### src/board_pkg.sv
`default_nettype none

package board_pkg;

    // Address map of the board bus
    // UART data register, one word
    localparam logic [31:0] uart_base = 32'h8000_0000;
    // Keyboard status word, reserved and unmapped for writes
    localparam logic [31:0] key_base  = 32'h8000_0010;

    // PS/2 receiver timing
    // Cycles without a falling edge before a partial frame is dropped
    localparam int ps2_idle_cycles = 512;
    localparam int ps2_idle_w      = $clog2(ps2_idle_cycles);
    localparam logic [ps2_idle_w-1:0] ps2_idle_last = ps2_idle_w'(ps2_idle_cycles - 1);

    // UART transmitter timing
    // Clock cycles per serial bit
    localparam int uart_baud_div = 64;
    localparam int uart_div_w    = $clog2(uart_baud_div);
    localparam logic [uart_div_w-1:0] uart_div_last = uart_div_w'(uart_baud_div - 1);

    // Transmit FIFO sizing
    localparam int uart_fifo_depth = 4;
    localparam int fifo_ptr_w      = $clog2(uart_fifo_depth);
    // Count needs one extra state for the full condition
    localparam int fifo_cnt_w      = $clog2(uart_fifo_depth + 1);
    localparam logic [fifo_cnt_w-1:0] fifo_full_count = fifo_cnt_w'(uart_fifo_depth);

    // One bus write request, we is a single-cycle strobe
    typedef struct packed {
        logic [31:0] addr;
        logic [31:0] wdata;
        logic        we;
    } bus_req_t;

endpackage

`default_nettype wire

### src/ps2_receiver.sv
`timescale 1ns/1ps
`default_nettype none

module ps2_receiver (
    input  wire logic       CLOCK_50,
    input  wire logic       rst_n,
    input  wire logic       ps2_clk_async,
    input  wire logic       ps2_data_async,
    output logic      [7:0] code,
    output logic            code_valid,
    output logic            frame_error
);

    // Two-stage synchronisers with bit 1 as the safe copy
    logic [1:0] clk_sync;
    logic [1:0] dat_sync;
    // Edge register for the PS/2 clock
    logic       clk_prev;
    logic       fall;
    // Start, data and parity bits in LSB-first order
    logic [9:0] shift;
    logic [3:0] bit_cnt;
    logic [board_pkg::ps2_idle_w-1:0] idle_cnt;
    logic       start_ok;
    logic       parity_ok;
    logic       stop_ok;

    always_ff @(posedge CLOCK_50 or negedge rst_n) begin
        if (!rst_n) begin
            // Both lines idle high
            clk_sync <= 2'b11;
            dat_sync <= 2'b11;
            clk_prev <= 1'b1;
        end else begin
            clk_sync <= {clk_sync[0], ps2_clk_async};
            dat_sync <= {dat_sync[0], ps2_data_async};
            clk_prev <= clk_sync[1];
        end
    end

    // Keyboard changes data on the rising edge, so sample on the falling one
    assign fall = clk_prev & ~clk_sync[1];

    // Frame checks evaluated while the stop bit is on the line
    assign start_ok  = ~shift[0];
    // Odd parity over eight data bits plus the parity bit
    assign parity_ok = ^shift[9:1];
    assign stop_ok   = dat_sync[1];

    always_ff @(posedge CLOCK_50 or negedge rst_n) begin
        if (!rst_n) begin
            bit_cnt     <= '0;
            idle_cnt    <= '0;
            code_valid  <= 1'b0;
            frame_error <= 1'b0;
        end else begin
            code_valid  <= 1'b0;
            frame_error <= 1'b0;
            if (fall) begin
                idle_cnt <= '0;
                if (bit_cnt == 4'd10) begin
                    // Eleventh bit closes the frame
                    bit_cnt <= '0;
                    if (start_ok && parity_ok && stop_ok) begin
                        code_valid <= 1'b1;
                    end else begin
                        frame_error <= 1'b1;
                    end
                end else begin
                    bit_cnt <= bit_cnt + 4'd1;
                end
            end else if (bit_cnt != 4'd0) begin
                // Keyboard went quiet mid-frame so resync on the next start bit
                if (idle_cnt == board_pkg::ps2_idle_last) begin
                    bit_cnt  <= '0;
                    idle_cnt <= '0;
                end else begin
                    idle_cnt <= idle_cnt + 1'b1;
                end
            end
        end
    end

    // Shift register and code latch
    always_ff @(posedge CLOCK_50) begin
        if (fall && bit_cnt != 4'd10) begin
            shift <= {dat_sync[1], shift[9:1]};
        end
        if (fall && bit_cnt == 4'd10) begin
            code <= shift[8:1];
        end
    end

    // A frame ends in exactly one verdict
    a_one_verdict: assert property (@(posedge CLOCK_50) disable iff (!rst_n)
        !(code_valid && frame_error));

endmodule

`default_nettype wire

### src/scan_decoder.sv
`timescale 1ns/1ps
`default_nettype none

module scan_decoder (
    input  wire logic           CLOCK_50,
    input  wire logic           rst_n,
    input  wire logic     [7:0] code,
    input  wire logic           code_valid,
    output board_pkg::bus_req_t bus
);

    // Set after F0 and consumed by the released key's code
    logic       break_pending;
    logic       is_prefix;
    logic       we_q;
    logic [7:0] ascii;
    logic [7:0] byte_q;

    assign is_prefix = (code == 8'hF0);

    // Set-2 make codes to ASCII
    always_comb begin
        case (code)
            8'h45:   ascii = 8'h30;
            8'h16:   ascii = 8'h31;
            8'h1E:   ascii = 8'h32;
            8'h26:   ascii = 8'h33;
            8'h25:   ascii = 8'h34;
            8'h2E:   ascii = 8'h35;
            8'h36:   ascii = 8'h36;
            8'h3D:   ascii = 8'h37;
            8'h3E:   ascii = 8'h38;
            8'h46:   ascii = 8'h39;
            // Space bar
            8'h29:   ascii = 8'h20;
            // Enter gives carriage return
            8'h5A:   ascii = 8'h0D;
            // Anything else shows up as a question mark
            default: ascii = 8'h3F;
        endcase
    end

    always_ff @(posedge CLOCK_50 or negedge rst_n) begin
        if (!rst_n) begin
            break_pending <= 1'b0;
            we_q          <= 1'b0;
        end else begin
            we_q <= 1'b0;
            if (code_valid) begin
                if (is_prefix) begin
                    break_pending <= 1'b1;
                end else if (break_pending) begin
                    // Key release is swallowed
                    break_pending <= 1'b0;
                end else begin
                    we_q <= 1'b1;
                end
            end
        end
    end

    // Byte held until the next make code
    always_ff @(posedge CLOCK_50) begin
        if (code_valid && !is_prefix && !break_pending) begin
            byte_q <= ascii;
        end
    end

    // Every write goes to the UART data word
    assign bus = '{addr: board_pkg::uart_base, wdata: {24'h00_0000, byte_q}, we: we_q};

endmodule

`default_nettype wire

### src/bus_decoder.sv
`timescale 1ns/1ps
`default_nettype none

module bus_decoder (
    input  wire logic                 CLOCK_50,
    input  wire logic                 rst_n,
    input  wire board_pkg::bus_req_t  bus,
    input  wire logic                 full,
    output logic                      push,
    output logic                [7:0] push_data,
    output logic                [7:0] ledg,
    output logic                [7:0] drop_count
);

    logic uart_sel;
    logic uart_wr;

    // Exact word match without partial decode
    assign uart_sel = (bus.addr == board_pkg::uart_base);
    assign uart_wr  = bus.we && uart_sel;

    always_ff @(posedge CLOCK_50 or negedge rst_n) begin
        if (!rst_n) begin
            push       <= 1'b0;
            ledg       <= '0;
            drop_count <= '0;
        end else begin
            push <= uart_wr && !full;
            if (uart_wr) begin
                // LEDs echo every byte whether sent or dropped
                ledg <= bus.wdata[7:0];
                // Saturate so the red LEDs stay all on
                if (full && drop_count != 8'hFF) begin
                    drop_count <= drop_count + 8'd1;
                end
            end
        end
    end

    always_ff @(posedge CLOCK_50) begin
        if (uart_wr) begin
            push_data <= bus.wdata[7:0];
        end
    end

    // FIFO overflow guard
    a_push_not_full: assert property (@(posedge CLOCK_50) disable iff (!rst_n)
        push |-> !full);

endmodule

`default_nettype wire

### src/uart_tx.sv
`timescale 1ns/1ps
`default_nettype none

module uart_tx (
    input  wire logic       CLOCK_50,
    input  wire logic       rst_n,
    input  wire logic       push,
    input  wire logic [7:0] push_data,
    output logic            full,
    output logic            busy,
    output logic            txd
);

    // FIFO storage and pointers
    logic [7:0] mem [board_pkg::uart_fifo_depth];
    logic [board_pkg::fifo_ptr_w-1:0] wr_ptr;
    logic [board_pkg::fifo_ptr_w-1:0] rd_ptr;
    logic [board_pkg::fifo_cnt_w-1:0] count;
    logic push_ok;
    logic pop;
    // Serializer state
    logic active;
    logic [board_pkg::uart_div_w-1:0] baud_cnt;
    logic [3:0] bit_cnt;
    // Stop, data and start bits with the line bit at 0
    logic [9:0] shift;
    logic baud_tick;
    logic frame_done;

    assign full       = (count == board_pkg::fifo_full_count);
    assign push_ok    = push && !full;
    assign baud_tick  = active && (baud_cnt == board_pkg::uart_div_last);
    assign frame_done = baud_tick && (bit_cnt == 4'd9);
    // Load when idle or straight after a stop bit for gapless bytes
    assign pop        = (count != '0) && (!active || frame_done);
    assign txd        = shift[0];
    assign busy       = active || (count != '0);

    always_ff @(posedge CLOCK_50) begin
        if (push_ok) begin
            mem[wr_ptr] <= push_data;
        end
    end

    always_ff @(posedge CLOCK_50 or negedge rst_n) begin
        if (!rst_n) begin
            wr_ptr <= '0;
            rd_ptr <= '0;
            count  <= '0;
        end else begin
            // Pointers wrap on their own since the depth is a power of two
            if (push_ok) wr_ptr <= wr_ptr + 1'b1;
            if (pop)     rd_ptr <= rd_ptr + 1'b1;
            case ({push_ok, pop})
                2'b10:   count <= count + 1'b1;
                2'b01:   count <= count - 1'b1;
                default: count <= count;
            endcase
        end
    end

    always_ff @(posedge CLOCK_50 or negedge rst_n) begin
        if (!rst_n) begin
            active   <= 1'b0;
            baud_cnt <= '0;
            bit_cnt  <= '0;
            // Line idles high
            shift    <= '1;
        end else if (pop) begin
            shift    <= {1'b1, mem[rd_ptr], 1'b0};
            active   <= 1'b1;
            baud_cnt <= '0;
            bit_cnt  <= '0;
        end else if (baud_tick) begin
            // Ones shift in so the line rests high after the stop bit
            shift    <= {1'b1, shift[9:1]};
            baud_cnt <= '0;
            if (bit_cnt == 4'd9) begin
                active <= 1'b0;
            end else begin
                bit_cnt <= bit_cnt + 4'd1;
            end
        end else if (active) begin
            baud_cnt <= baud_cnt + 1'b1;
        end
    end

    a_count_bound: assert property (@(posedge CLOCK_50) disable iff (!rst_n)
        count <= board_pkg::fifo_full_count);

endmodule

`default_nettype wire

### src/keyboard_monitor_top.sv
`timescale 1ns/1ps
`default_nettype none

module keyboard_monitor_top (
    input  wire       CLOCK_50,
    input  wire       rst_n,
    input  wire       PS2_CLK,
    input  wire       PS2_DAT,
    output wire [7:0] LEDG,
    output wire       LEDR9,
    output wire [7:0] LEDR7_0,
    output wire       uart_txd
);

    // Keyboard to decoder
    logic [7:0] code;
    logic       code_valid;
    // Board bus, write only
    board_pkg::bus_req_t bus;
    // Bus decoder to transmitter
    logic       push;
    logic [7:0] push_data;
    logic       full;

    ps2_receiver u_ps2_receiver (
        .CLOCK_50       (CLOCK_50),
        .rst_n          (rst_n),
        .ps2_clk_async  (PS2_CLK),
        .ps2_data_async (PS2_DAT),
        .code           (code),
        .code_valid     (code_valid),
        // Bad frames are simply dropped at board level
        .frame_error    ()
    );

    scan_decoder u_scan_decoder (
        .CLOCK_50   (CLOCK_50),
        .rst_n      (rst_n),
        .code       (code),
        .code_valid (code_valid),
        .bus        (bus)
    );

    // Red LEDs show the drop count, green echoes the last byte
    bus_decoder u_bus_decoder (
        .CLOCK_50   (CLOCK_50),
        .rst_n      (rst_n),
        .bus        (bus),
        .full       (full),
        .push       (push),
        .push_data  (push_data),
        .ledg       (LEDG),
        .drop_count (LEDR7_0)
    );

    // Leftmost red LED lights while bytes are pending
    uart_tx u_uart_tx (
        .CLOCK_50  (CLOCK_50),
        .rst_n     (rst_n),
        .push      (push),
        .push_data (push_data),
        .full      (full),
        .busy      (LEDR9),
        .txd       (uart_txd)
    );

endmodule

`default_nettype wire

### config.mk
export PLATFORM = sky130hd
export DESIGN_NAME = keyboard_monitor_top
export DESIGN_NICKNAME = d
export VERILOG_FILES = /design/src/board_pkg.sv /design/src/ps2_receiver.sv /design/src/scan_decoder.sv /design/src/bus_decoder.sv /design/src/uart_tx.sv /design/src/keyboard_monitor_top.sv
export SDC_FILE = /design/constraint.sdc
export NUM_CORES = 1
export LEC_CHECK = 0
export ABC_AREA = 1
export BUFFER_PORTS_ARGS = -buffer_cell sky130_fd_sc_hd__clkbuf_2
export CAP_MARGIN = 10
export CORE_UTILIZATION = 40
export CTS_CLUSTER_DIAMETER = 50
export DETAILED_ROUTE_END_ITERATION = 6
export GPL_TIMING_DRIVEN = 1
export HOLD_SLACK_MARGIN = 0.1
export SLEW_MARGIN = 20
export SYNTH_ARGS = -nofsm -noshare
export SYNTH_HDL_FRONTEND = slang
export SYNTH_SLANG_ARGS = --single-unit
### constraint.sdc
create_clock -name CLOCK_50 -period 6.15 [get_ports CLOCK_50]
set_clock_uncertainty 0.05 [all_clocks]
set_input_delay 0.615 -clock CLOCK_50 [delete_from_list [all_inputs] [get_ports CLOCK_50]]
set_output_delay 0.615 -clock CLOCK_50 [all_outputs]
set_load 0.03 [all_outputs]
==> Yosys cells after proc, flatten, opt, wreduce, memory -nomap -nowiden <==
Memory sizes are Yosys's and may differ from the RTL's.
Index checks and enable logic that the tools add are counted.
{ "totals": {"ff_bits": 100, "ramBits": 32, "mem_count": 1, "inputBits": 4, "out_inout_bits": 18} }
{ "classes": {"muxes": 29, "addsub": 9, "eq_ne": 23, "bitwise_logic": 3, "reduce_logical": 31} }
{ "mem_list": {"columns": ["memory", "words", "word_bits", "read_ports", "rd_ports_with_merged_regs", "wr", "line", "rtl"], "rows": [
  ["u_uart_tx.mem", 4, 8, 1, 0, 1, "uart_tx.sv:15", "logic [7:0] mem [board_pkg::uart_fifo_depth];"]
]} }
{ "ops": {"columns": ["op", "n"], "rows": [
  ["$pmux 6 s12", 1],
  ["$eq 8x6->1 const B", 7],
  ["$mux 4", 7],
  ["$mux 9", 3],
  ["$eq 8x7->1 const B", 3],
  ["$mux 10", 2],
  ["$mux 6", 3],
  ["$eq 8x5->1 const B", 2],
  ["$logic_and 1x1->1", 12],
  ["$mux 1", 12],
  ["$reduce_bool 2->1", 5],
  ["$add 9x1->9 const B", 1],
  ["$eq 9x9->1 const B", 1],
  ["$reduce_xor 9->1", 1],
  ["$add 4x1->4 const B", 2],
  ["$add 8x1->8 const B", 1],
  ["$eq 4x4->1 const B", 2],
  ["$eq 8x8->1 const B", 1],
  ["$ne 8x8->1 const B", 1],
  ["$reduce_and 2->1", 4],
  ["$add 6x1->6 const B", 1],
  ["$eq 6x6->1 const B", 1],
  ["$pmux 3 s2", 1],
  ["$reduce_bool 3->1", 2],
  ["other kinds (13)", 19]
]} }

==> Logic depth before layout (Yosys ltp) <==
Gate-level depths: netlist of run 1.
{ "logic_depth": {"depth_word": 7, "mapped_depth": 14, "depth_no_buf": 13} }

==> Cells and area by module <==
Synthesis of run 1 repeated with hierarchy kept, for this count alone.
{ "hier_totals": {"cells_unflattened": 715, "hier_area_um2": 6648.9} }
{ "modules_own_cells": {"columns": ["mod", "cells_per_inst", "seq_area_each_um2", "area_each_um2", "instances"], "rows": [
  ["uart_tx", 256, 1647.8, 2696.3, 1],
  ["ps2_receiver", 162, 1047.3, 1684.1, 1],
  ["bus_decoder", 157, 665.6, 1243.7, 1],
  ["scan_decoder", 140, 230.2, 1024.7, 1]
]} }

==> Worst setup path before layout of run 1 <==
No wires, ideal clock.
{ "synth_timing": {"path_type": "register to register", "startpoint": "reg u_uart_tx.bit_cnt[0]", "endpoint": "reg u_uart_tx.count[2] in the netlist's numbering", "n_path_buf": 1, "arrival_time_ns": 2.125, "stages_incl_launch_ff": 14, "setup_time_ns": 0.131, "path_slack_ns": 3.844, "path_cell_list": "dfrtp_1 > ha_1 > nand3_1 > inv_1 > nand3_1 > nand2_1 > nand2_2 > clkinv_2 > buf_6 > ha_1 > fa_1 > a21oi_1 > o21ai_0 > xor2_1"} }
{ "synth_via": {"elab_chain_cells": 6, "word_cells_on_any_way": 8, "cone_classes": "eq/ne (3); mux (1); reduce/logical (4)"} }
{ "synth_lines": {"columns": ["element", "line", "rtl"], "rows": [
  ["start, declared", "uart_tx.sv:24", "logic [3:0] bit_cnt;"],
  ["start signal, assigned", "uart_tx.sv:81", "bit_cnt <= bit_cnt + 4'd1;"],
  ["$eq 4x4->1 (*)", "uart_tx.sv:33", "assign frame_done = baud_tick && (bit_cnt == 4'd9);"],
  ["$logic_and 1x1->1 (*)", "uart_tx.sv:33", null],
  ["$logic_or 1x1->1 (*)", "uart_tx.sv:35", "assign pop = (count != '0) && (!active || frame_done);"],
  ["$logic_and 1x1->1 (*)", "uart_tx.sv:35", null],
  ["net u_uart_tx.pop", "uart_tx.sv:20", "logic pop;"],
  ["$eq 2x1->1 / $eq 2x2->1 (equally long branches)", "uart_tx.sv:54", "case ({push_ok, pop})"],
  ["$pmux 3 s2 / $reduce_bool 2->1 (equally long branches)", null, null],
  ["end signal, assigned", "uart_tx.sv:55", "2'b10: count <= count + 1'b1;"],
  ["end signal, assigned", "uart_tx.sv:56", "2'b01: count <= count - 1'b1;"],
  ["end signal, assigned", "uart_tx.sv:57", "default: count <= count;"],
  ["end, declared", "uart_tx.sv:18", "logic [board_pkg::fifo_cnt_w-1:0] count;"]
]} }
Mark *: on every way through the listed nets, which the timed path passes. The rest lies on a longest branch.
A chain may end at the register's enable or synchronous reset.

==> Final worst setup path of run 1 <==
{ "layout_timing": {"startpoint": "reg u_uart_tx.bit_cnt[0]", "endpoint": "reg u_uart_tx.count[2] in the netlist's numbering"} }
{ "layout_via": {"elab_chain_cells": 6, "word_cells_on_any_way": 8, "cone_classes": "eq/ne (3); mux (1); reduce/logical (4)"} }
{ "layout_lines": {"columns": ["element", "line"], "rows": [
  ["$eq 4x4->1 (*)", "uart_tx.sv:33"],
  ["$logic_and 1x1->1 (*)", "uart_tx.sv:33"],
  ["$logic_or 1x1->1 (*)", "uart_tx.sv:35"],
  ["$logic_and 1x1->1 (*)", "uart_tx.sv:35"],
  ["$eq 2x1->1 / $eq 2x2->1 (equally long branches)", "uart_tx.sv:54"],
  ["$pmux 3 s2 / $reduce_bool 2->1 (equally long branches)", null]
]} }
Mark *: on every way between the ends. The rest lies on a longest branch, timed or not.

==> results.yml, run 1 <==
sta:
  worst_pin_slew_ns: 0.813
  layout_min_cycle_time_ns: 2.70
  setup-violations-final: 0
  max_freq_mhz: 370
  slew_violations: 0
  fin_tns_setup_ns: 0
  rsz0062_at_grt: "false"
  hold_violations: 0
  post-route-period-util_pct: 43.9
  slew_headroom_pct: 45.8
detailed_routing:
  drtIter0Drc: 206
  antenna_left: 0
  num_vias: 3545
  first_pass_iters: 6
  vias_per_cell: 4.70
  drc: 0
  wl_um: 9040
  wire_per_inst_um: 12.0
cells_and_area:
  syn_to_final_growth_pct: 16.4
  diodes: 0
  utilization_pct: 48.4
  fin_nets: 589
  drive_above_1_share_pct: 14.8
cts:
  root_buffer: "clkbuf_16"
  clkLatencyLatePin_ns: 0.41
  htree_levels: 4
  cts_tree: "done"
  cts.repair.resized: 0
  cts_sinks: 117
  hold_buffers: 0
  cts_buffers: 17
  cts_setup_buffers: 0
  path_clk_slew_ns: 0.06
  clockBufferDepth: 2
worst_setup_path:
  r2r-end: "u_uart_tx.count[2]"
  cp.required_ns: 6.38
  path_depth: 12
  worstReg2RegStart: "u_uart_tx.bit_cnt[0]"
  worstSetupPathType: "reg -> reg"
  critPathTopFamily: "adder cells"
  cp-end-kind: "register"
  reg2reg_depth: 12
  cpPeakStageDelay_ns: 0.42
  path_buf_inv: 2
  cp_slowest_cell: "dfrtp_1"
  worstPathMaxFanout: 14
  cp-start-kind: "register"
  crit_arrival_ns: 2.93
  path_cells: "ha_1 -> nand3_1 -> inv_1 -> nand3_1 -> nand2_1 -> nand2_2 -> clkinv_2 -> ha_1 -> fa_1 -> a21oi_1 -> o21ai_0 -> xor2_1"
  rrSetupSlack_ns: 3.45
power:
  p_clk_share_pct: 41.3
  sw_frac_of_total_pct: 28.6
  power.switching_mw: 0.684
  leakagePower_nw: 2.76
  ir_drop_mv: 0.209
  pwr-share-seq_pct: 42.5
  p_int_mw: 1.71
  combinationalPowerShare_pct: 16.1
  power_density_nw_per_um2: 387
synthesis:
  postSynthCellCount: 538
  yosysWarningCount: 0
  yosysTopAreaCell: "edfxtp_1"
  yosysMostFrequentCell: "nand2_1"
  syn_area_um2: 5310
  synth-edff-count: 54
  yosys.cell_types.count: 40
  synth_common_cells: "137 x nand2_1, 63 x inv_1, 54 x edfxtp_1"
  ys.flop_type: "edfxtp_1"
  avgSynthCellArea_um2: 9.87
  synth_top_area_share_pct: 30.5
  netlist_top_cells_area: "edfxtp_1 31%, dfrtp_1 23%, nand2_1 9.7%"
  ys_seq_elements: 117
  synthArstFlopShare_pct: 53.8
  ys_seq_area_share_pct: 60.5
die:
  core_area_um2: 12800
  io_pins: 22
  initial_utilization_pct: 41.6
  dieArea_um2: 13700
  die_x_um: 117
  die_y_um: 117
  fp-row-count: 41
global_routing:
  antenna_found_initial: 0
  grt_pass1_wl_um: 15300
  first_global_vias: 3454
  grt_overflow: 0
  grt_max_degree: 64
  gr-usage-all-layers_pct: 14.7
hold_path:
  holdPathStages: 1
  hold_start: "PS2_DAT"
  whs_endpoint: "u_ps2_receiver.dat_sync[0]"
  hp-class: "in -> reg"
run:
  drv_cap: 0
run_status:
  status: "complete, no violations"
place:
  gp_congestion: 0.838
  port_buffers: 19
  place_hpwl_um: 6310
-- through the flow --
step	total power, mW	cells	setup WS (ns)	area (um^2)	hold WS (ns)
6_report	2.39	755	3.45	6190	0.233
5_1_grt	2.53	755	3.27	6190	0.216
4_1_cts	2.42	755	3.45	6190	0.218
3_5_place_dp	1.42	723	3.46	5580	0.297
3_3_place_gp	1.40	723	3.54	5580	0.297
2_1_floorplan	1.33	539	3.84	5320	0.269
-- worst register-to-register path: stages, from the launching register on --
cell and delay (ns):
dfrtp_1 0.42, ha_1 0.22, nand3_1 0.12, inv_1 0.05
nand3_1 0.10, nand2_1 0.08, nand2_2 0.23, clkinv_2 0.24
ha_1 0.28, fa_1 0.39, a21oi_1 0.12, o21ai_0 0.10
xor2_1 0.16
-- layout by cell type (no fill, tap or decap), types with 3 or more instances in the layout --
cell type  instances
o21ai_0           16
nor2_2             4
nor3_1             9
inv_1             63
nand4_1            6
xnor2_1            5
clkinv_4           6
nand3_1           35
a22oi_1            6
clkbuf_16         17
dfstp_2           14
bufinv_16          3
nand2_2            3
xor2_1            13
dfrtp_1           49
inv_2              3
edfxtp_1          54
clkinv_2           4
o21ai_1            5
nor2_1            51
nand2_1          137
a21oi_1           23
ha_1              14
clkbuf_2          18
-- how the worst max path moves through the flow --
| stage | start | to | slack, ns |
|---|---|---|---|
| finish | u_uart_tx.bit_cnt[0] | u_uart_tx.count[2] | 3.45 |
| global route | u_uart_tx.bit_cnt[0] | u_uart_tx.count[2] | 3.27 |
| CTS | u_uart_tx.bit_cnt[0] | u_uart_tx.count[2] | 3.45 |
| detailed placement | u_uart_tx.bit_cnt[0] | u_uart_tx.count[2] | 3.46 |
| global placement | u_uart_tx.baud_cnt[0] | u_uart_tx.count[2] | 3.54 |
| floorplan | u_uart_tx.bit_cnt[0] | u_uart_tx.count[2] | 3.84 |
-- power groups by stage --
stage	clock network [mW]	registers (mW)	logic, mW
5_1_grt	1.05	1.03	0.449
3_3_place_gp	0	1.03	0.376
2_1_floorplan	0	1.00	0.326
6_report	0.988	1.02	0.386
3_5_place_dp	0	1.03	0.390
4_1_cts	1.01	1.02	0.390
-- metal layers --
layer / routed length (um) / track usage, % / vias up
li1: - / - / 1822
met1: 4120 / 17.1 / 1671
met2: 4550 / 25.1 / 41
met3: 270 / 5.05 / 11
met4: 106 / 5.57 / 0
met5: 0 / 0 / -
-- registers in the layout, summed over array words and instances (netlist names), 6 cells and up --
register	count
u_uart_tx.baud_cnt	6
u_ps2_receiver.shift	10
u_bus_decoder.push_data	6
u_bus_decoder.drop_count	8
u_uart_tx.mem	24
u_scan_decoder.byte_q	6
u_bus_decoder.ledg	6
u_ps2_receiver.idle_cnt	9
u_uart_tx.shift	9
u_ps2_receiver.code	8
-- logic make-up (layout without fill, tap and decap cells) --
logic type / Yosys count / count (layout) / synth area share (%)
buffers and inverters: 76 / 120 / 5.91
flip-flops: 117 / 117 / 60.5
AO/OA/AOI/OAI: 53 / 53 / 5.72
multiplexers: 2 / 2 / 0.400
XOR/XNOR: 18 / 18 / 2.97
other: 1 / 2 / 0.0706
adder cells (fa/ha/maj): 15 / 15 / 3.67
AND/OR/NAND/NOR: 256 / 256 / 20.7
-- cell type report --
class | instances | area (um^2)
well taps | 172 | 215
clock inverters | 15 | 181
multi-input cells | 346 | 1790
clock buffers | 17 | 425
inverters | 68 | 259
flip-flops and latches | 117 | 3220
repair buffers | 20 | 103
fillers | 1162 | 6590
(Power assumes the default switching activity.)
==> run 2: changes to the inputs <==
--- a/config.mk
+++ b/config.mk
@@ -5,7 +5,7 @@
 export SDC_FILE = /design/constraint.sdc
 export NUM_CORES = 1
 export LEC_CHECK = 0
-export ABC_AREA = 1
+export ABC_AREA = 0
 export BUFFER_PORTS_ARGS = -buffer_cell sky130_fd_sc_hd__clkbuf_2
 export CAP_MARGIN = 10
 export CORE_UTILIZATION = 40
==> constraint.sdc (replaced) <==
create_clock -name CLOCK_50 -period 2.3 [get_ports CLOCK_50]
set_clock_uncertainty 0.05 [all_clocks]
set_input_delay 0.23 -clock CLOCK_50 [delete_from_list [all_inputs] [get_ports CLOCK_50]]
set_output_delay 0.23 -clock CLOCK_50 [all_outputs]
set_load 0.03 [all_outputs]
==> run 2 against run 1 <==
- critical path depth fell by 1
- clock power grew to 2.9 times the previous value
- sequential share of layout area decreased by 1.8 points
- via count is 7.7% lower
- largest power group is now clock
- combinational power up 120%
- die area is 0.60% lower
- synthesized cell count down 25%
- power grew to 2.7 times the previous value
- worst hold slack gained 0.072 ns
- core utilization up 2.0 points
- non-clock buffer count up 23
- area after synthesis decreased by 0.61%
==> results.yml, run 2 <==
run_status:
  status: "complete, no violations"
global_routing:
  grt_overflow: 0
  grt_max_degree: 31
  antenna_found_initial: 0
  first_global_vias: 3223
  gr-usage-all-layers_pct: 15.3
  grt_pass1_wl_um: 15500
synthesis:
  yosysMostFrequentCell: "edfxtp_1"
  ys.flop_type: "edfxtp_1"
  yosysWarningCount: 0
  netlist_top_cells_area: "edfxtp_1 31%, dfrtp_1 23%, dfstp_2 7.0%"
  postSynthCellCount: 406
  synthArstFlopShare_pct: 53.8
  ys_seq_area_share_pct: 60.9
  synth_common_cells: "54 x edfxtp_1, 49 x dfrtp_1, 25 x nand2_1"
  ys_seq_elements: 117
  synth_top_area_share_pct: 30.7
  avgSynthCellArea_um2: 13.0
  synth-edff-count: 54
  yosys.cell_types.count: 59
  yosysTopAreaCell: "edfxtp_1"
  syn_area_um2: 5280
place:
  port_buffers: 19
  dp_cells: 597
  gp_congestion: 0.792
  place_hpwl_um: 6190
cells_and_area:
  top_register: "u_uart_tx.mem"
  layout_commonest_cell: "edfxtp_1"
  final-seq-area_um2: 3220
  diodes: 0
  top_regs: "u_uart_tx.mem: 24 flops, u_ps2_receiver.shift: 10 flops"
  instances_no_fill: 635
  syn_to_final_growth_pct: 21.5
  largest_reg_flops: 24
  fin_nets: 469
  layout_common_cells: "54 x edfxtp_1, 48 x dfrtp_1, 23 x nand2_1, 20 x buf_4"
  fillCellCount: 1148
  multi_input_area_um2: 1980
  drive_above_1_share_pct: 26.6
worst_setup_path:
  worstPathMaxFanout: 7
  worstSetupPathType: "reg -> reg"
  worstReg2RegStart: "u_uart_tx.bit_cnt[1]"
  path_cells: "inv_1 -> ha_1 -> and3b_2 -> a31o_4 -> nand2_4 -> inv_6 -> ha_4 -> fa_2 -> xnor2_2 -> nor2_1 -> xor2_1"
  reg2reg_depth: 11
  cp.required_ns: 2.58
  cp-start-kind: "register"
  cp_slowest_cell: "fa_2"
  crit_arrival_ns: 2.54
  cpPeakStageDelay_ns: 0.37
  cp-end-kind: "register"
  cp-startpoint: "u_uart_tx.bit_cnt[1]"
cts:
  cts_tree: "done"
  cts_buffers: 17
  cts_sinks: 117
  path_clk_slew_ns: 0.05
  root_buffer: "clkbuf_16"
  clockBufferDepth: 2
  htree_levels: 4
  clkLatencyLatePin_ns: 0.41
power:
  power_density_nw_per_um2: 1010
  ir_drop_mv: 0.463
  leakagePower_nw: 2.53
detailed_routing:
  vias_per_cell: 5.15
  drtIter0Drc: 264
  wire_per_inst_um: 14.6
  wl_um: 9260
  num_vias: 3272
  first_pass_iters: 4
  antenna_left: 0
  drc: 0
die:
  die_y_um: 117
  dieArea_um2: 13700
  core_area_um2: 12700
  initial_utilization_pct: 41.5
  fp-row-count: 41
  die_x_um: 117
  io_pins: 22
sta:
  layout_min_cycle_time_ns: 2.26
  slew_violations: 0
  setup-violations-final: 0
  worst_pin_slew_ns: 0.877
  fin_tns_setup_ns: 0
  rsz0062_at_grt: "true"
  fin_hold_ws_ns: 0.305
  post-route-period-util_pct: 98.3
  max_freq_mhz: 442
  hold_violations: 0
  slew_headroom_pct: 41.4
run:
  drv_cap: 0
hold_path:
  hold_start: "u_ps2_receiver.clk_sync[0]"
  holdPathStages: 0
  hp-class: "reg -> reg"
[run 2: power breakdown]
| part | internal (mW) | leakage, nW | switching (mW) |
|---|---|---|---|
| combinational | 0.434 | 0.939 | 0.430 |
| sequential | 2.45 | 1.27 | 0.292 |
| clock | 1.94 | 0.315 | 0.914 |
[run 2: cell type report]
class	count	area share [%]
sequential	117	50.1
multi-input combinational	256	30.9
clock buffer	18	6.85
timing repair buffer	43	4.60
tap	172	3.35
clock inverter	14	3.24
inverter	15	0.956
[run 2: kinds of logic (layout without fill, tap and decap cells)]
logic type	after synthesis	count (layout)	share of synthesized area, %
flops	117	117	60.9
compound gates	69	69	9.22
other cells	1	2	0.0710
mux	22	22	5.88
fa+ha+maj	15	15	3.70
buf+inv	34	90	2.77
xor+xnor	25	25	4.41
simple gates	123	123	13.1
[run 2: metal layers]
metal  wire length, um  GRT usage (%)  vias up  part of all wire (%)
li1                  -              -     1590                     -
met3               323           5.66        9                   3.5
met5                 0              0        -                     0
met4               125           7.17        0                   1.4
met1              4130           17.8     1637                    45
met2              4680           25.2       36                    51
[run 2: path summary, 6_finish.rpt]
kind                       slack (ns)                         end
min reg2reg                      0.30  u_ps2_receiver.clk_sync[1]
min                              0.30  u_ps2_receiver.clk_sync[1]
max                              0.04          u_uart_tx.count[2]
max reg2reg                      0.04          u_uart_tx.count[2]
max in group asynchronous        1.18     u_ps2_receiver.clk_prev
min in group asynchronous        0.33       u_bus_decoder.ledg[1]
[run 2: critical path, delay by kind of cell, from the launching register on]
kind	cells	cell delay (ns)
compound gates	1	0.25
xor+xnor	2	0.28
fa+ha+maj	3	0.69
buf+inv	2	0.11
flops	1	0.36
simple gates	3	0.44
[run 2: metrics by stage]
stage | instance area [um^2] | total power [mW] | utilization (%) | setup WS, ns
final | 6410 | 6.46 | 50.4 | 0.0398
after detailed placement | 5680 | 3.61 | 44.6 | 0.0501
after global routing | 6410 | 6.77 | 50.4 | -0.0525
after floorplan | 5310 | 3.37 | - | 0.00707
after CTS | 6360 | 6.51 | 50.0 | 0.0295
after global placement | 5680 | 3.58 | 44.6 | 0.0977
[run 2: repair_timing]
item | in CTS | in global routing
hold buffers | 3 | 0
cloned | 0 | 0
gates resized for setup | 1 | 9
hold endpoints to repair | 17 | 0
pin swaps | 0 | 5
endpoints found under the setup margin | 1 | 6
setup buffers | 0 | 3
==> run 3: changes to the inputs <==
--- a/config.mk
+++ b/config.mk
@@ -13,6 +13,7 @@
 export DETAILED_ROUTE_END_ITERATION = 6
 export GPL_TIMING_DRIVEN = 1
 export HOLD_SLACK_MARGIN = 0.1
+export PLACE_DENSITY = 0.57
 export SLEW_MARGIN = 20
 export SYNTH_ARGS = -nofsm -noshare
 export SYNTH_HDL_FRONTEND = slang
==> run 3 against run 2 <==
- die area is the same
- clock power is 4% higher
- power rose by 1.2%
- sequential cell count unchanged
- final cell count unchanged
- sequential share of layout area shrank 0.14 points
- first-iteration DRC count decreased by 25%
- critical path depth unchanged
- register-to-register slack got worse by 0.02 ns
- design area up 0.23%
- highest routed layer unchanged
==> results.yml, run 3 (same netlist as run 2, synthesis figures left out) <==
global_routing:
  grt_overflow: 0
  gr-usage-all-layers_pct: 15.8
  grt_max_degree: 36
  grt_pass1_wl_um: 15800
  antenna_found_initial: 0
  first_global_vias: 3269
cts:
  clockBufferDepth: 2
  htree_levels: 4
  clkLatencyLatePin_ns: 0.42
  cts_sinks: 117
  cts_tree: "done"
  path_clk_slew_ns: 0.05
  cts_buffers: 17
  root_buffer: "clkbuf_16"
cells_and_area:
  drive_above_1_share_pct: 26.1
  utilization_pct: 50.5
  layout_common_cells: "54 x edfxtp_1, 49 x dfrtp_1, 23 x nand2_1, 20 x buf_4, 19 x nand3_1"
  layout_commonest_cell: "edfxtp_1"
  finalInstanceArea_um2: 6430
  instances_no_fill: 635
  top_regs: "u_uart_tx.mem: 24 flops, u_ps2_receiver.shift: 10 flops"
  syn_to_final_growth_pct: 21.8
  diodes: 0
  fillCellCount: 1136
  fin_nets: 469
  largest_reg_flops: 24
  top_register: "u_uart_tx.mem"
worst_setup_path:
  worstPathMaxFanout: 3
  cp-startpoint: "u_uart_tx.bit_cnt[1]"
  cp-end-kind: "register"
  r2r-end: "u_uart_tx.count[2]"
  cp_slowest_cell: "dfrtp_1"
  rrSetupSlack_ns: 0.02
  cp-start-kind: "register"
  crit_arrival_ns: 2.52
  reg2reg_depth: 11
  cp.required_ns: 2.54
  worstSetupPathType: "reg -> reg"
  cpPeakStageDelay_ns: 0.38
  path_cells: "inv_2 -> ha_2 -> and3b_2 -> a31o_4 -> nand2_4 -> inv_8 -> ha_4 -> fa_2 -> xnor2_2 -> nor2_1 -> xor2_1"
  worstReg2RegStart: "u_uart_tx.bit_cnt[1]"
  crit_end: "u_uart_tx.count[2]"
detailed_routing:
  drc: 0
  drtIter0Drc: 197
  num_vias: 3236
  first_pass_iters: 4
  wire_per_inst_um: 14.9
  wl_um: 9470
  vias_per_cell: 5.10
  antenna_left: 0
power:
  leakagePower_nw: 2.52
  combinationalPowerShare_pct: 12.8
  power_density_nw_per_um2: 1020
  pwr-share-seq_pct: 42.1
  p_int_mw: 4.88
  p_clk_share_pct: 45.2
  ir_drop_mv: 0.495
  power.switching_mw: 1.65
  total_power_mw: 6.53
  sw_frac_of_total_pct: 25.2
sta:
  setup-violations-final: 0
  max_freq_mhz: 439
  hold_violations: 0
  slew_headroom_pct: 42.3
  layout_min_cycle_time_ns: 2.28
  post-route-period-util_pct: 99.1
  slew_violations: 0
  fin_tns_setup_ns: 0
  rsz0062_at_grt: "true"
  worst_pin_slew_ns: 0.864
place:
  place_hpwl_um: 6290
  dp_cells: 597
  port_buffers: 19
  gp_congestion: 0.763
  placed_area_um2: 5680
run_status:
  status: "complete, no violations"
die:
  die_x_um: 117
  dieArea_um2: 13700
  core_area_um2: 12700
  fp-row-count: 41
  initial_utilization_pct: 41.5
  io_pins: 22
  die_y_um: 117
run:
  drv_cap: 0
hold_path:
  hp-class: "in -> async"
[run 3: area by class of cell]
class	count	area (um^2)	area share, %
repair buffers	43	295	4.59
well taps	172	215	3.35
clock buffers	17	425	6.62
flip-flops and latches	117	3220	50.0
multi-input cells	256	1980	30.8
clock inverters	15	235	3.66
inverters	15	63.8	0.992
[run 3: power by group through the flow]
stage | clock network [mW] | registers [mW] | logic [mW]
6_report | 2.95 | 2.75 | 0.834
5_1_grt | 3.09 | 2.79 | 0.943
4_1_cts | 3.01 | 2.75 | 0.824
3_5_place_dp | 0 | 2.79 | 0.815
3_3_place_gp | 0 | 2.77 | 0.804
2_1_floorplan | 0 | 2.68 | 0.697
[run 3: how the worst min path moves through the flow]
stage                                   to  start  slack, ns
2_1_floorplan  u_bus_decoder.drop_count[0]  rst_n      -0.12
3_3_place_gp           u_uart_tx.rd_ptr[1]  rst_n       0.15
3_5_place_dp           u_uart_tx.rd_ptr[1]  rst_n       0.16
4_1_cts                u_uart_tx.rd_ptr[1]  rst_n       0.24
5_1_grt                u_uart_tx.rd_ptr[1]  rst_n       0.30
6_report               u_uart_tx.rd_ptr[1]  rst_n       0.25
[run 3: metrics by stage]
step,hold slack (ns),setup slack [ns]
after floorplan,-0.116,0.00707
after global placement,0.152,0.105
after detailed placement,0.157,0.0385
after CTS,0.239,0.0105
after global routing,0.297,-0.0904
final,0.247,0.0202
[run 3: what timing repair did]
action	4_1_cts	5_1_grt
hold buffers	3	0
buffers inserted	0	3
endpoints found under the setup margin	1	8
pin swaps	0	7
endpoints found under the hold margin	21	0
gates resized for setup	1	11
[run 3: worst max-delay path: cells and delay by family, from the launching register on]
kind / cells / cell delay, ns
buffers and inverters: 2 / 0.09
and+or+nand+nor: 3 / 0.39
xor gates and xnor gates: 2 / 0.32
adders and majority gates: 3 / 0.67
AOI/OAI and AO/OA: 1 / 0.25
DFF: 1 / 0.38
[run 3: layer usage]
layer / vias to the layer above / routed length, um / GRT usage [%] / share of wire [%]
met5: - / 0 / 0 / 0
met4: 0 / 185 / 7.51 / 2.0
met3: 19 / 284 / 5.41 / 3.0
met2: 36 / 4790 / 25.6 / 51
met1: 1588 / 4210 / 18.9 / 44
li1: 1593 / - / - / -
